### src/weight_rot_pkg.sv
`default_nettype none

package weight_rot_pkg;

  // header field widths and bank address width
  localparam int BITS_KH2    = 2;
  localparam int BITS_CIN    = 4;
  localparam int BITS_COLS   = 4;
  localparam int BITS_BLOCKS = 4;
  localparam int BITS_ADDR   = 6;

  typedef logic [BITS_KH2-1:0]    kh2_t;     // half kernel height, also used for kw2
  typedef logic [BITS_KH2:0]      kh_t;      // runs 2*kh2 down to 0
  typedef logic [BITS_CIN-1:0]    cin_t;     // input channels - 1
  typedef logic [BITS_COLS-1:0]   cols_t;    // image columns - 1
  typedef logic [BITS_BLOCKS-1:0] blocks_t;  // image blocks - 1
  typedef logic [BITS_ADDR-1:0]   addr_t;    // bank address or beat count

  // sideband layout of the output stream
  localparam int TUSER_WIDTH       = 7;
  localparam int I_KW2             = 0;  // two bits wide
  localparam int I_IS_W_FIRST      = 2;
  localparam int I_IS_CIN_LAST     = 3;
  localparam int I_IS_COLS_1_K2    = 4;
  localparam int I_IS_TOP_BLOCK    = 5;
  localparam int I_IS_BOTTOM_BLOCK = 6;

  typedef logic [TUSER_WIDTH-1:0] tuser_t;

  // write side fsm
  typedef enum logic [1:0] {W_IDLE, W_GET_REF, W_WRITE, W_SWITCH} w_state_e;

  // read side fsm
  typedef enum logic [1:0] {R_IDLE, R_READ, R_SWITCH} r_state_e;

endpackage

`default_nettype wire

### src/weight_bank.sv
`timescale 1ns/1ps
`default_nettype none

module weight_bank #(
  parameter int DATA_WIDTH = 32,
  parameter int DEPTH      = 48
) (
  input  wire                             aclk,
  input  wire                             i_rst_n,
  input  wire                             i_ref_en,
  input  wire                             i_wr_en,
  input  wire                             i_rd_en,
  input  wire  [DATA_WIDTH-1:0]           i_data,
  input  wire  weight_rot_pkg::kh2_t      i_kw2,
  input  wire  weight_rot_pkg::kh2_t      i_kh2,
  input  wire  weight_rot_pkg::cin_t      i_cin_1,
  input  wire  weight_rot_pkg::cols_t     i_cols_1,
  input  wire  weight_rot_pkg::blocks_t   i_blocks_1,
  output logic [DATA_WIDTH-1:0]           o_rd_data,
  output weight_rot_pkg::kh2_t            o_kw2,
  output weight_rot_pkg::kh2_t            o_kh2,
  output weight_rot_pkg::cin_t            o_cin_1,
  output weight_rot_pkg::cols_t           o_cols_1,
  output weight_rot_pkg::blocks_t         o_blocks_1
);

  // one bit wider than an address so an oversized kernel shows up
  typedef logic [weight_rot_pkg::BITS_ADDR:0] beat_t;

  logic [DATA_WIDTH-1:0] mem [DEPTH];

  weight_rot_pkg::addr_t wr_ptr;
  weight_rot_pkg::addr_t rd_ptr;
  weight_rot_pkg::addr_t beats;  // words per kernel
  beat_t                 kh_len;
  beat_t                 cin_len;
  beat_t                 beat_cnt;

  // beats = (2*kh2+1) * (cin_1+1)
  assign kh_len   = beat_t'({o_kh2, 1'b1});
  assign cin_len  = beat_t'(o_cin_1) + beat_t'(1);
  assign beat_cnt = kh_len * cin_len;
  assign beats    = weight_rot_pkg::addr_t'(beat_cnt);

  // header registers steer the read wrap and the counters
  always_ff @(posedge aclk) begin
    if (!i_rst_n) begin
      o_kw2      <= '0;
      o_kh2      <= '0;
      o_cin_1    <= '0;
      o_cols_1   <= '0;
      o_blocks_1 <= '0;
    end else if (i_ref_en) begin
      o_kw2      <= i_kw2;
      o_kh2      <= i_kh2;
      o_cin_1    <= i_cin_1;
      o_cols_1   <= i_cols_1;
      o_blocks_1 <= i_blocks_1;
    end
  end

  always_ff @(posedge aclk) begin
    if (!i_rst_n) begin
      wr_ptr <= '0;
      rd_ptr <= '0;
    end else if (i_ref_en) begin  // new kernel starts at address 0
      wr_ptr <= '0;
      rd_ptr <= '0;
    end else begin
      if (i_wr_en) wr_ptr <= wr_ptr + 1'b1;
      if (i_rd_en) rd_ptr <= (rd_ptr == beats - 1'b1) ? '0 : rd_ptr + 1'b1;  // cyclic
    end
  end

  always_ff @(posedge aclk) begin
    if (i_wr_en) mem[wr_ptr] <= i_data;
  end

  assign o_rd_data = mem[rd_ptr];  // combinational read, registered in the reader

  // a packet longer than the bank would run off its end
  a_wr_in_range: assert property (@(posedge aclk) disable iff (!i_rst_n)
    i_wr_en |-> (int'(wr_ptr) < DEPTH));

  // the kernel announced by a header has to fit in the bank
  a_beats_fit: assert property (@(posedge aclk) disable iff (!i_rst_n)
    i_ref_en |=> (int'(beat_cnt) <= DEPTH));

endmodule

`default_nettype wire

### src/weight_writer.sv
`timescale 1ns/1ps
`default_nettype none

module weight_writer (
  input  wire        aclk,
  input  wire        i_rst_n,
  input  wire        i_s_tvalid,
  input  wire        i_s_tlast,
  input  wire  [1:0] i_done_read,
  output logic       o_s_tready,
  output logic [1:0] o_ref_en,
  output logic [1:0] o_wr_en,
  output logic [1:0] o_done_write
);

  weight_rot_pkg::w_state_e state;
  weight_rot_pkg::w_state_e state_next;

  logic       w_idx;  // bank being filled
  logic [1:0] w_sel;  // same, one-hot
  logic       s_hs;

  assign o_s_tready = (state == weight_rot_pkg::W_GET_REF) ||
                      (state == weight_rot_pkg::W_WRITE);
  assign s_hs       = i_s_tvalid && o_s_tready;
  assign w_sel      = w_idx ? 2'b10 : 2'b01;

  // first beat is the header, the rest are weight words
  assign o_ref_en = (state == weight_rot_pkg::W_GET_REF && s_hs) ? w_sel : 2'b00;
  assign o_wr_en  = (state == weight_rot_pkg::W_WRITE && s_hs) ? w_sel : 2'b00;

  always_comb begin
    state_next = state;
    case (state)
      weight_rot_pkg::W_IDLE:
        if (i_done_read[w_idx]) state_next = weight_rot_pkg::W_GET_REF;  // bank free
      weight_rot_pkg::W_GET_REF:
        if (s_hs) state_next = weight_rot_pkg::W_WRITE;
      weight_rot_pkg::W_WRITE:
        if (s_hs && i_s_tlast) state_next = weight_rot_pkg::W_SWITCH;
      weight_rot_pkg::W_SWITCH:
        state_next = weight_rot_pkg::W_IDLE;
    endcase
  end

  always_ff @(posedge aclk) begin
    if (!i_rst_n) begin
      state        <= weight_rot_pkg::W_IDLE;
      w_idx        <= 1'b0;
      o_done_write <= 2'b00;
    end else begin
      state <= state_next;
      // bank is about to be overwritten
      if (state == weight_rot_pkg::W_IDLE && i_done_read[w_idx]) begin
        o_done_write[w_idx] <= 1'b0;
      end
      if (state == weight_rot_pkg::W_SWITCH) begin
        o_done_write[w_idx] <= 1'b1;  // hand the full bank to the reader
        w_idx               <= ~w_idx;
      end
    end
  end

  // header load and word write share the input beat and must not overlap
  a_ref_wr_excl: assert property (@(posedge aclk) disable iff (!i_rst_n)
    !((|o_ref_en) && (|o_wr_en)));

endmodule

`default_nettype wire

### src/weight_reader.sv
`timescale 1ns/1ps
`default_nettype none

module weight_reader #(
  parameter int DATA_WIDTH = 32
) (
  input  wire                            aclk,
  input  wire                            i_rst_n,
  input  wire  [1:0]                     i_done_write,
  input  wire  [DATA_WIDTH-1:0]          i_rd_data0,
  input  wire  [DATA_WIDTH-1:0]          i_rd_data1,
  input  wire                            i_last,
  input  wire  weight_rot_pkg::tuser_t   i_user,
  input  wire                            i_m_tready,
  output logic [1:0]                     o_rd_en,
  output logic                           o_sel,
  output logic                           o_step,
  output logic [1:0]                     o_done_read,
  output logic                           o_m_tvalid,
  output logic [DATA_WIDTH-1:0]          o_m_tdata,
  output logic                           o_m_tlast,
  output weight_rot_pkg::tuser_t         o_m_tuser
);

  weight_rot_pkg::r_state_e state;
  weight_rot_pkg::r_state_e state_next;

  logic issued_last;  // final beat of this bank already in the output register
  logic m_hs;

  assign m_hs = o_m_tvalid && i_m_tready;

  // issue when the output register is empty or draining this cycle
  assign o_step  = (state == weight_rot_pkg::R_READ) && !issued_last &&
                   (!o_m_tvalid || i_m_tready);
  assign o_rd_en = o_step ? (o_sel ? 2'b10 : 2'b01) : 2'b00;

  always_comb begin
    state_next = state;
    case (state)
      weight_rot_pkg::R_IDLE:
        if (i_done_write[o_sel]) state_next = weight_rot_pkg::R_READ;
      weight_rot_pkg::R_READ:
        if (m_hs && o_m_tlast) state_next = weight_rot_pkg::R_SWITCH;
      weight_rot_pkg::R_SWITCH:
        state_next = weight_rot_pkg::R_IDLE;
      default:
        state_next = weight_rot_pkg::R_IDLE;
    endcase
  end

  always_ff @(posedge aclk) begin
    if (!i_rst_n) begin
      state       <= weight_rot_pkg::R_IDLE;
      o_sel       <= 1'b0;
      o_done_read <= 2'b11;  // both banks start out free for the writer
      issued_last <= 1'b0;
      o_m_tvalid  <= 1'b0;
    end else begin
      state <= state_next;
      if (state == weight_rot_pkg::R_IDLE && i_done_write[o_sel]) begin
        o_done_read[o_sel] <= 1'b0;  // lock the bank while rotating
      end
      if (state == weight_rot_pkg::R_SWITCH) begin
        o_done_read[o_sel] <= 1'b1;
        o_sel              <= ~o_sel;
        issued_last        <= 1'b0;
      end else if (o_step && i_last) begin
        issued_last <= 1'b1;
      end
      if (o_step) o_m_tvalid <= 1'b1;
      else if (m_hs) o_m_tvalid <= 1'b0;
    end
  end

  // output payload, loaded only on issue
  always_ff @(posedge aclk) begin
    if (o_step) begin
      o_m_tdata <= o_sel ? i_rd_data1 : i_rd_data0;
      o_m_tlast <= i_last;
      o_m_tuser <= i_user;
    end
  end

  a_hold_stall: assert property (@(posedge aclk) disable iff (!i_rst_n)
    (o_m_tvalid && !i_m_tready) |=> (o_m_tvalid && $stable(o_m_tdata) &&
                                     $stable(o_m_tlast) && $stable(o_m_tuser)));

endmodule

`default_nettype wire

### src/rotation_counter.sv
`timescale 1ns/1ps
`default_nettype none

module rotation_counter (
  input  wire                             aclk,
  input  wire                             i_rst_n,
  input  wire                             i_start,
  input  wire                             i_step,
  input  wire  weight_rot_pkg::kh2_t      i_kw2,
  input  wire  weight_rot_pkg::kh2_t      i_kh2,
  input  wire  weight_rot_pkg::cin_t      i_cin_1,
  input  wire  weight_rot_pkg::cols_t     i_cols_1,
  input  wire  weight_rot_pkg::blocks_t   i_blocks_1,
  output logic                            o_last,
  output weight_rot_pkg::tuser_t          o_user
);

  weight_rot_pkg::kh_t     kh_max;  // kernel height - 1
  weight_rot_pkg::kh_t     cnt_kh;
  weight_rot_pkg::cin_t    cnt_cin;
  weight_rot_pkg::cols_t   cnt_cols;
  weight_rot_pkg::blocks_t cnt_blocks;

  logic zero_kh;
  logic zero_cin;
  logic zero_cols;
  logic zero_blocks;
  logic wrap_cin;   // kh and cin both wrap on this step
  logic wrap_cols;  // kh, cin and cols all wrap on this step

  assign kh_max = {i_kh2, 1'b0};

  assign zero_kh     = (cnt_kh == '0);
  assign zero_cin    = (cnt_cin == '0);
  assign zero_cols   = (cnt_cols == '0);
  assign zero_blocks = (cnt_blocks == '0);

  assign wrap_cin  = zero_kh && zero_cin;
  assign wrap_cols = wrap_cin && zero_cols;

  // nested down-counters, kh is the innermost
  always_ff @(posedge aclk) begin
    if (!i_rst_n) begin
      cnt_kh     <= '0;
      cnt_cin    <= '0;
      cnt_cols   <= '0;
      cnt_blocks <= '0;
    end else if (i_start) begin
      cnt_kh     <= kh_max;
      cnt_cin    <= i_cin_1;
      cnt_cols   <= i_cols_1;
      cnt_blocks <= i_blocks_1;
    end else if (i_step) begin
      cnt_kh <= zero_kh ? kh_max : cnt_kh - 1'b1;
      if (zero_kh) begin
        cnt_cin <= zero_cin ? i_cin_1 : cnt_cin - 1'b1;
      end
      if (wrap_cin) begin
        cnt_cols <= zero_cols ? i_cols_1 : cnt_cols - 1'b1;
      end
      if (wrap_cols) begin
        cnt_blocks <= zero_blocks ? i_blocks_1 : cnt_blocks - 1'b1;
      end
    end
  end

  // flags describe the beat issued in this cycle
  assign o_last = wrap_cols && zero_blocks;

  always_comb begin
    o_user = '0;
    o_user[weight_rot_pkg::I_KW2 +: weight_rot_pkg::BITS_KH2] = i_kw2;

    // first weight of a column
    o_user[weight_rot_pkg::I_IS_W_FIRST] = (cnt_cols == i_cols_1) &&
                                           (cnt_cin == i_cin_1) &&
                                           (cnt_kh == kh_max);

    o_user[weight_rot_pkg::I_IS_CIN_LAST] = wrap_cin;

    // column index cols-1-kw2 seen from the down-counter
    o_user[weight_rot_pkg::I_IS_COLS_1_K2] = (cnt_cols == weight_rot_pkg::cols_t'(i_kw2));

    o_user[weight_rot_pkg::I_IS_TOP_BLOCK]    = (cnt_blocks == i_blocks_1);
    o_user[weight_rot_pkg::I_IS_BOTTOM_BLOCK] = zero_blocks;
  end

endmodule

`default_nettype wire

### src/axis_weight_rotator.sv
`timescale 1ns/1ps
`default_nettype none

module axis_weight_rotator #(
  parameter int DATA_WIDTH = 32,
  parameter int DEPTH      = 48  // at most 64
) (
  input  wire                      aclk,
  input  wire                      i_rst_n,
  input  wire                      i_s_tvalid,
  input  wire                      i_s_tlast,
  input  wire  [DATA_WIDTH-1:0]    i_s_tdata,
  input  wire                      i_m_tready,
  output logic                     o_s_tready,
  output logic                     o_m_tvalid,
  output logic [DATA_WIDTH-1:0]    o_m_tdata,
  output logic                     o_m_tlast,
  output weight_rot_pkg::tuser_t   o_m_tuser
);

  // header layout from bit 0: kw2, kh2, cin_1, cols_1, blocks_1
  localparam int P_KH2    = weight_rot_pkg::BITS_KH2;
  localparam int P_CIN    = P_KH2 + weight_rot_pkg::BITS_KH2;
  localparam int P_COLS   = P_CIN + weight_rot_pkg::BITS_CIN;
  localparam int P_BLOCKS = P_COLS + weight_rot_pkg::BITS_COLS;

  weight_rot_pkg::kh2_t    s_kw2;
  weight_rot_pkg::kh2_t    s_kh2;
  weight_rot_pkg::cin_t    s_cin_1;
  weight_rot_pkg::cols_t   s_cols_1;
  weight_rot_pkg::blocks_t s_blocks_1;

  logic [1:0] ref_en, wr_en, rd_en, done_write, done_read;
  logic       sel, step, start, cnt_last;

  weight_rot_pkg::tuser_t  cnt_user;
  logic [DATA_WIDTH-1:0]   rd_data [2];
  weight_rot_pkg::kh2_t    b_kw2 [2];
  weight_rot_pkg::kh2_t    b_kh2 [2];
  weight_rot_pkg::cin_t    b_cin_1 [2];
  weight_rot_pkg::cols_t   b_cols_1 [2];
  weight_rot_pkg::blocks_t b_blocks_1 [2];

  assign s_kw2      = i_s_tdata[0 +: weight_rot_pkg::BITS_KH2];
  assign s_kh2      = i_s_tdata[P_KH2 +: weight_rot_pkg::BITS_KH2];
  assign s_cin_1    = i_s_tdata[P_CIN +: weight_rot_pkg::BITS_CIN];
  assign s_cols_1   = i_s_tdata[P_COLS +: weight_rot_pkg::BITS_COLS];
  assign s_blocks_1 = i_s_tdata[P_BLOCKS +: weight_rot_pkg::BITS_BLOCKS];

  // high only in the cycle the reader leaves R_IDLE
  assign start = done_write[sel] && done_read[sel];

  for (genvar i = 0; i < 2; i++) begin : g_bank
    weight_bank #(.DATA_WIDTH(DATA_WIDTH), .DEPTH(DEPTH)) u_bank (
      .aclk(aclk), .i_rst_n(i_rst_n),
      .i_ref_en(ref_en[i]), .i_wr_en(wr_en[i]), .i_rd_en(rd_en[i]), .i_data(i_s_tdata),
      .i_kw2(s_kw2), .i_kh2(s_kh2), .i_cin_1(s_cin_1),
      .i_cols_1(s_cols_1), .i_blocks_1(s_blocks_1),
      .o_rd_data(rd_data[i]), .o_kw2(b_kw2[i]), .o_kh2(b_kh2[i]),
      .o_cin_1(b_cin_1[i]), .o_cols_1(b_cols_1[i]), .o_blocks_1(b_blocks_1[i])
    );
  end

  weight_writer u_writer (
    .aclk(aclk), .i_rst_n(i_rst_n), .i_s_tvalid(i_s_tvalid), .i_s_tlast(i_s_tlast),
    .i_done_read(done_read), .o_s_tready(o_s_tready), .o_ref_en(ref_en),
    .o_wr_en(wr_en), .o_done_write(done_write)
  );

  weight_reader #(.DATA_WIDTH(DATA_WIDTH)) u_reader (
    .aclk(aclk), .i_rst_n(i_rst_n), .i_done_write(done_write),
    .i_rd_data0(rd_data[0]), .i_rd_data1(rd_data[1]), .i_last(cnt_last), .i_user(cnt_user),
    .i_m_tready(i_m_tready), .o_rd_en(rd_en), .o_sel(sel), .o_step(step),
    .o_done_read(done_read), .o_m_tvalid(o_m_tvalid), .o_m_tdata(o_m_tdata),
    .o_m_tlast(o_m_tlast), .o_m_tuser(o_m_tuser)
  );

  // counter follows the header of the bank being read
  rotation_counter u_counter (
    .aclk(aclk), .i_rst_n(i_rst_n), .i_start(start), .i_step(step),
    .i_kw2(b_kw2[sel]), .i_kh2(b_kh2[sel]), .i_cin_1(b_cin_1[sel]),
    .i_cols_1(b_cols_1[sel]), .i_blocks_1(b_blocks_1[sel]),
    .o_last(cnt_last), .o_user(cnt_user)
  );

endmodule

`default_nettype wire

### config.mk
export PLATFORM = sky130hd
export DESIGN_NAME = axis_weight_rotator
export DESIGN_NICKNAME = d
export VERILOG_FILES = /design/src/weight_rot_pkg.sv /design/src/weight_bank.sv /design/src/weight_writer.sv /design/src/weight_reader.sv /design/src/rotation_counter.sv /design/src/axis_weight_rotator.sv
export SDC_FILE = /design/constraint.sdc
export NUM_CORES = 2
export LEC_CHECK = 0
export ABC_AREA = 1
export BUFFER_PORTS_ARGS = -buffer_cell sky130_fd_sc_hd__clkbuf_2
export CORE_MARGIN = 1
export CORE_UTILIZATION = 57
export CTS_CLUSTER_DIAMETER = 30
export DETAILED_ROUTE_END_ITERATION = 12
export PLACE_DENSITY = 0.76
export SYNTH_ARGS = -nofsm -noshare
export SYNTH_HDL_FRONTEND = slang
export SYNTH_SLANG_ARGS = --single-unit
### constraint.sdc
create_clock -name aclk -period 3.75 [get_ports aclk]
set_input_delay 0.375 -clock aclk [delete_from_list [all_inputs] [get_ports aclk]]
set_output_delay 0.375 -clock aclk [all_outputs]
set_load 0.03 [all_outputs]
# Word level (Yosys, flattened, before mapping)

Memory sizes are Yosys's and may differ from the RTL's. A register that Yosys moved wholly into a read port is not among the register bits.
Cells that the tools add are included.

Word-level logic and storage cells: 192
Register bits after elaboration: 123
Memories kept: 2
RAM bits: 3,072
Output and inout port bits: 42
Input bits: 37

Magnitude comparators: 5
Add/sub/neg operators: 12
Reduce and logical (&&, ||, !) cells: 43
Muxes and demuxes: 71
Multiply operators: 2
Bitwise logic cells: 10
Eq/ne operators: 17

Memory list:

| name                 | depth | width | rd ports | clocked after Yosys merged registers in | wr ports | line              | text |
|---|---|---|---|---|---|---|---|
| g_bank[0].u_bank.mem | 48    | 32    | 1        | 1                                       | 1        | weight_bank.sv:30 | `logic [DATA_WIDTH-1:0] mem [DEPTH];` |
| g_bank[1].u_bank.mem | 48    | 32    | 1        | 1                                       | 1        | weight_bank.sv:30 |  |

Operator list:

| cell                | number |
|---|---|
| $mux 4              | 21 |
| $mux 2              | 22 |
| $mux 6              | 6 |
| $mux 32             | 1 |
| $add 6x1->6 const B | 4 |
| $logic_and 1x1->1   | 19 |
| $mul 3x7->6         | 2 |
| $mux 1              | 14 |
| $eq 4x4->1          | 3 |
| $eq 6x6->1          | 2 |
| $logic_not 4->1     | 3 |
| $sub 4x1->4 const B | 3 |
| $sub 6x1->6 const B | 2 |
| $add 4x1->5 const B | 2 |
| $reduce_bool 2->1   | 5 |
| $mux 3              | 3 |
| $pmux 2 s4          | 1 |
| $reduce_and 2->1    | 4 |
| $reduce_or 2->1     | 4 |
| $eq 2x2->1 const B  | 3 |
| $ne 2x2->1 const B  | 3 |
| $and 2x2->2         | 2 |
| $eq 2x1->1 const B  | 2 |
| $eq 4x2->1          | 1 |
| other kinds (17)    | 28 |

# Longest topological paths before layout

Word-level depth: 10
Mapped depth: 18
Mapped depth without buffers: 18

# Modules after synthesis

A second synthesis with hierarchy kept.

Cells, all modules: 10,903
Area, all modules: 130,551.5 µm²

Modules (own cells, without submodules):

| module                          | instances | cells each | sequential area each (µm²) | area an instance (µm²) |
|---|---|---|---|---|
| weight_bank at g_bank[1].u_bank | 1         | 5,203      | 46,804.9                   | 63,368.3 |
| weight_bank at g_bank[0].u_bank | 1         | 5,200      | 46,804.9                   | 63,290.7 |
| weight_reader                   | 1         | 185        | 1,341.3                    | 1,918.1 |
| rotation_counter                | 1         | 207        | 300.3                      | 1,370.1 |
| weight_writer                   | 1         | 53         | 100.1                      | 346.6 |
| axis_weight_rotator             | 1         | 55         | 0.0                        | 257.7 |

# Worst setup path after synthesis

Ideal clock, no wire load.

Path type: flip-flop to flip-flop
Start point: reg u_writer.state[0]
End point: mem g_bank[0].u_bank.mem[15][0], enable pin
Stages on the path, launching flop included: 7
Arrival: 3.613 ns
Library setup time: 0.461 ns
Path buffers: 0
Required time: 3.289 ns
Slack: -0.324 ns
Clock period less this slack: 4.074 ns
Path through: dfxtp_1 inv_1 ha_1 nand3_1 nor2_1 nand3_1 nor3_1

Word-level cells in the longest chain between the ends: 7
Elaborated cells between the ends (all ways): 8
Classes of those cells: eq/ne: 2; mux: 3; reduce/logical: 3

RTL lines:

| what                                            | line                                     | text |
|---|---|---|
| start, declared                                 | weight_writer.sv:16                      | `weight_rot_pkg::w_state_e state;` |
| start signal, assigned                          | weight_writer.sv:48                      | `state <= weight_rot_pkg::W_IDLE;` |
| start signal, assigned                          | weight_writer.sv:52                      | `state <= state_next;` |
| $eq 2x1->1 / $eq 2x2->1 (equally long branches) | weight_writer.sv:23, weight_writer.sv:24 |  |
| $logic_or 1x1->1 *                              | weight_writer.sv:23                      | `assign o_s_tready = (state == weight_rot_pkg::W_GET_REF) \|\|` |
| named net o_s_tready                            | axis_weight_rotator.sv:14                | `output logic o_s_tready,` |
| $logic_and 1x1->1 *                             | weight_writer.sv:25                      | `assign s_hs = i_s_tvalid && o_s_tready;` |
| $logic_and 1x1->1 *                             | weight_writer.sv:30                      | `assign o_wr_en = (state == weight_rot_pkg::W_WRITE && s_hs) ? w_sel : 2'b00;` |
| $mux 2 *                                        | weight_writer.sv:30                      |  |
| $mux 1 *                                        | weight_bank.sv:76                        | `if (i_wr_en) mem[wr_ptr] <= i_data;` |
| $mux 1 (not written as such) *                  | weight_bank.sv:76                        |  |
| end, declared                                   | weight_bank.sv:30                        |  |

The timed path passes the listed nets; every way through them passes the cells marked *.

# Final worst setup path

Start point: reg u_writer.state[0]
End point: mem g_bank[1].u_bank.mem[11][17], enable pin

Word-level cells in the longest chain between the ends: 7
Elaborated cells between the ends (all ways): 8
Classes of those cells: eq/ne: 2; mux: 3; reduce/logical: 3

RTL lines:

| what                                            | line |
|---|---|
| $eq 2x1->1 / $eq 2x2->1 (equally long branches) | weight_writer.sv:23, weight_writer.sv:24, weight_writer.sv:30 |
| $logic_or 1x1->1                                | weight_writer.sv:23 |
| $logic_and 1x1->1                               | weight_writer.sv:25 |
| $logic_and 1x1->1 *                             | weight_writer.sv:30 |
| $mux 2 *                                        | weight_writer.sv:30 |
| $mux 1 *                                        | weight_bank.sv:76 |
| $mux 1 (not written as such) *                  | weight_bank.sv:76 |
| end, declared                                   | weight_bank.sv:30 |

Mark *: on every way between the ends. The rest lies on a longest branch, timed or not.

==> run summary <==
CTS Sinks: 3,207
fmax: 307 MHz
grt ovf: 0
drt drc: 0
PD cells: 596 nW/um^2
relative slew slack: 19.9%
vias in the first global route: 91,300
Die Area: 233,000 um^2
outcome: finished clean
Sw Share: 22.2%
FILL cells: 15,100
Synth Warn #: 0
post-route insts no fill: 15,300
first-pass GRT wire length: 561,000 um
hold crit path type: input pin to flip-flop
Reg2Reg Launch Point: u_writer.state[0]$_SDFFE_PN0P_
Routed Antenna Nets: 0
fin. max-slew vios: 0
DP Worst Slack: 0.575 ns
Clock Tree Buf Depth: 4
FP Rows: 176
Hold Slack: 0.0287 ns
RD Place Congestion: 0.939
synthesized cell area: 132,000 um^2
Worst-path clk slew: 0.05 ns
diode count: 0
endpoints failing setup: 0
post-route minimum period: 3.26 ns
Buffers on Ports: 78
RSZ-0062 raised after global routing: no
wire length per cell: 25.0 um
CP max FO: 32
Vias: 93,000
largest net degree at the start of global routing: 172
setup TNS: 0 ns
CTS tree: yes
syn nets: 11,600
final worst path period share: 87.0%
core region area: 230,000 um^2
Hold Path Cell Cnt: 1
initial antenna violation count: 16
Die Height: 483 um
register bit total from synthesis: 3,207
Leak: 57.4 nW
Worst Setup End Kind: flip-flop
Hold Vio Cnt, Final: 0
Final Util: 67.7%
synthesis-to-finish area growth: 18.2%
clk_lat worst skew: 0.97 ns
NetSw: 0.0206 W
register area share after synthesis: 72.4%
Inst Count DP: 14,300
Critical Path RT: 4.32 ns
fin worst setup slack: 0.489 ns
actual slew at the worst max-slew pin: 1.20 ns
CTS Root Cell: clkbuf_16
Comb pwr share: 5.2%
Cell Int Power: 0.0721 W
DR iter-0 viols: 13,800
CP Launch Point: u_writer.state[0]$_SDFFE_PN0P_
CP startpoint kind: flip-flop
R2R depth: 10
commonest non-fill, non-tap cell in the layout: nand2_1
Avg Vias per Cell: 6.09
all-layer global routing usage: 32.6%
Syn Inst Count: 11,500
Mean Syn Cell Area: 11.4 um^2
layout cell share with drive strength beyond 1: 11.1%
Worst Setup Path Type: flip-flop to flip-flop
hold path start: i_s_tdata[31]
Final Skew: 0.0745 ns
TritonRoute pass-1 iters: 7
starting density of the core: 57.3%
Cell variety after synth: 35
most frequent cells in the layout: nand2_1, edfxtp_1, nand3_1, nor2_1, clkbuf_16
maxcap violations: 0
DPL Wire Length: 207,000 um
Die Wd: 483 um
top-level I/O count: 79
CP Data Arrival Time: 3.83 ns
DRT Wirelength: 383,000 um
nets@finish: 11,900
Setup Fix Bufs, Post-CTS: 0
Max rail drop VDD: 0.710 mV
TritonCTS Buffers: 550
part of the power in registers: 42.8%
depth of the CTS H-tree: 6
Clk pwr share: 52.0%
-- power groups by stage --
stage,Clock [W],Sequential [W],Combinational (W)
6_report,0.0482,0.0397,0.00483
4_1_cts,0.0483,0.0397,0.00472
3_5_place_dp,0,0.0404,0.00465
2_1_floorplan,0,0.0404,0.00263
5_1_grt,0.0500,0.0397,0.00520
3_3_place_gp,0,0.0404,0.00457
-- cell type report --
type	instances	area, um^2	area share (%)
multi-input cells	7109	31900	20.5
flip-flops and latches	3207	95400	61.3
repair buffers	433	4680	3.01
inverters	534	2060	1.33
clock buffers	653	14600	9.39
well taps	3026	3790	2.43
clock inverters	312	3180	2.04
-- per-layer routing --
layer,track usage [%],up-vias,share of wire (%)
met1,42.2,44500,35
met5,0,-,0.0099
met3,6.96,1194,12
li1,-,40700,-
met2,50.5,6613,46
met4,20.7,6,6.7
-- critical path: stages (launching register included) --
cell	delay [ns]
dfxtp_1	0.36
inv_1	0.09
ha_1	0.35
nand3_1	0.12
nor2_1	0.45
inv_1	0.20
nor2_2	0.22
nand3_1	0.24
buf_4	0.28
nor2_4	0.08
buf_4	0.49
-- logic make-up (layout without fill, tap and decap cells) --
| family | count (synthesis) | count (layout) | share of synthesized area, % |
|---|---|---|---|
| AND/OR/NAND/NOR | 6233 | 6233 | 19.6 |
| XOR/XNOR | 42 | 42 | 0.279 |
| buffers and inverters | 1219 | 1932 | 3.93 |
| multiplexers | 2 | 2 | 0.0152 |
| adder cells (fa/ha/maj) | 39 | 39 | 0.416 |
| flip-flops | 3207 | 3207 | 72.4 |
| AO/OA/AOI/OAI | 793 | 793 | 3.40 |
-- cell usage after synthesis (all sizes together) --
library cell,instances,area share [%]
a21oi,119,0.45
a211oi,10,0.057
o2111ai,1,0.0067
o211ai,189,1.1
nand2,3529,10
dfxtp,95,1.4
clkinv,2,0.0057
nor4,2,0.0095
nand4,4,0.019
mux2i,2,0.015
nor2,832,2.4
ha,31,0.29
o21a,2,0.011
buf,402,1.6
edfxtp,3112,71
xnor2,9,0.060
a31oi,1,0.0048
inv,532,1.5
fa,8,0.12
nor3,11,0.042
o22ai,1,0.0048
or2,3,0.014
o21ai,469,1.8
clkbuf,283,0.81
a22oi,1,0.0057
nand3,1852,7.0
xor2,33,0.22
-- what timing repair did --
item,in CTS,in global routing
gates resized for setup,0,0
hold buffers,14,0
endpoints found under the hold margin,276,0
-- flip-flops by register name, summed over array words and instances (netlist names), 7 cells and up, named ones only --
| register | count |
|---|---|
| g_bank.u_bank.mem | 3072 |
| u_reader.o_m_tdata | 32 |
| g_bank.u_bank.rd_ptr | 12 |
| g_bank.u_bank.wr_ptr | 12 |
| g_bank.u_bank.o_blocks_1 | 8 |
| g_bank.u_bank.o_cin_1 | 8 |
| g_bank.u_bank.o_cols_1 | 8 |
| u_reader.o_m_tuser | 7 |
-- final timing paths --
check | end | slack [ns]
hold reg to reg | g_bank[1].u_bank.o_blocks_1[3]$_SDFFE_PN0P_ | 0.45
setup / recovery | g_bank[1].u_bank.mem[11][17]$_DFFE_PP_ | 0.49
setup reg to reg | g_bank[1].u_bank.mem[11][17]$_DFFE_PP_ | 0.49
hold / removal | g_bank[1].u_bank.mem[46][31]$_DFFE_PP_ | 0.03
-- through the flow --
stage / area [um^2] / total power (W)
detailed placement: 138000 / 0.0451
CTS: 156000 / 0.0928
floorplan: 132000 / 0.0431
global placement: 138000 / 0.0450
global route: 156000 / 0.0949
finish: 156000 / 0.0928
Note: power is estimated with default switching activity, not from simulation.
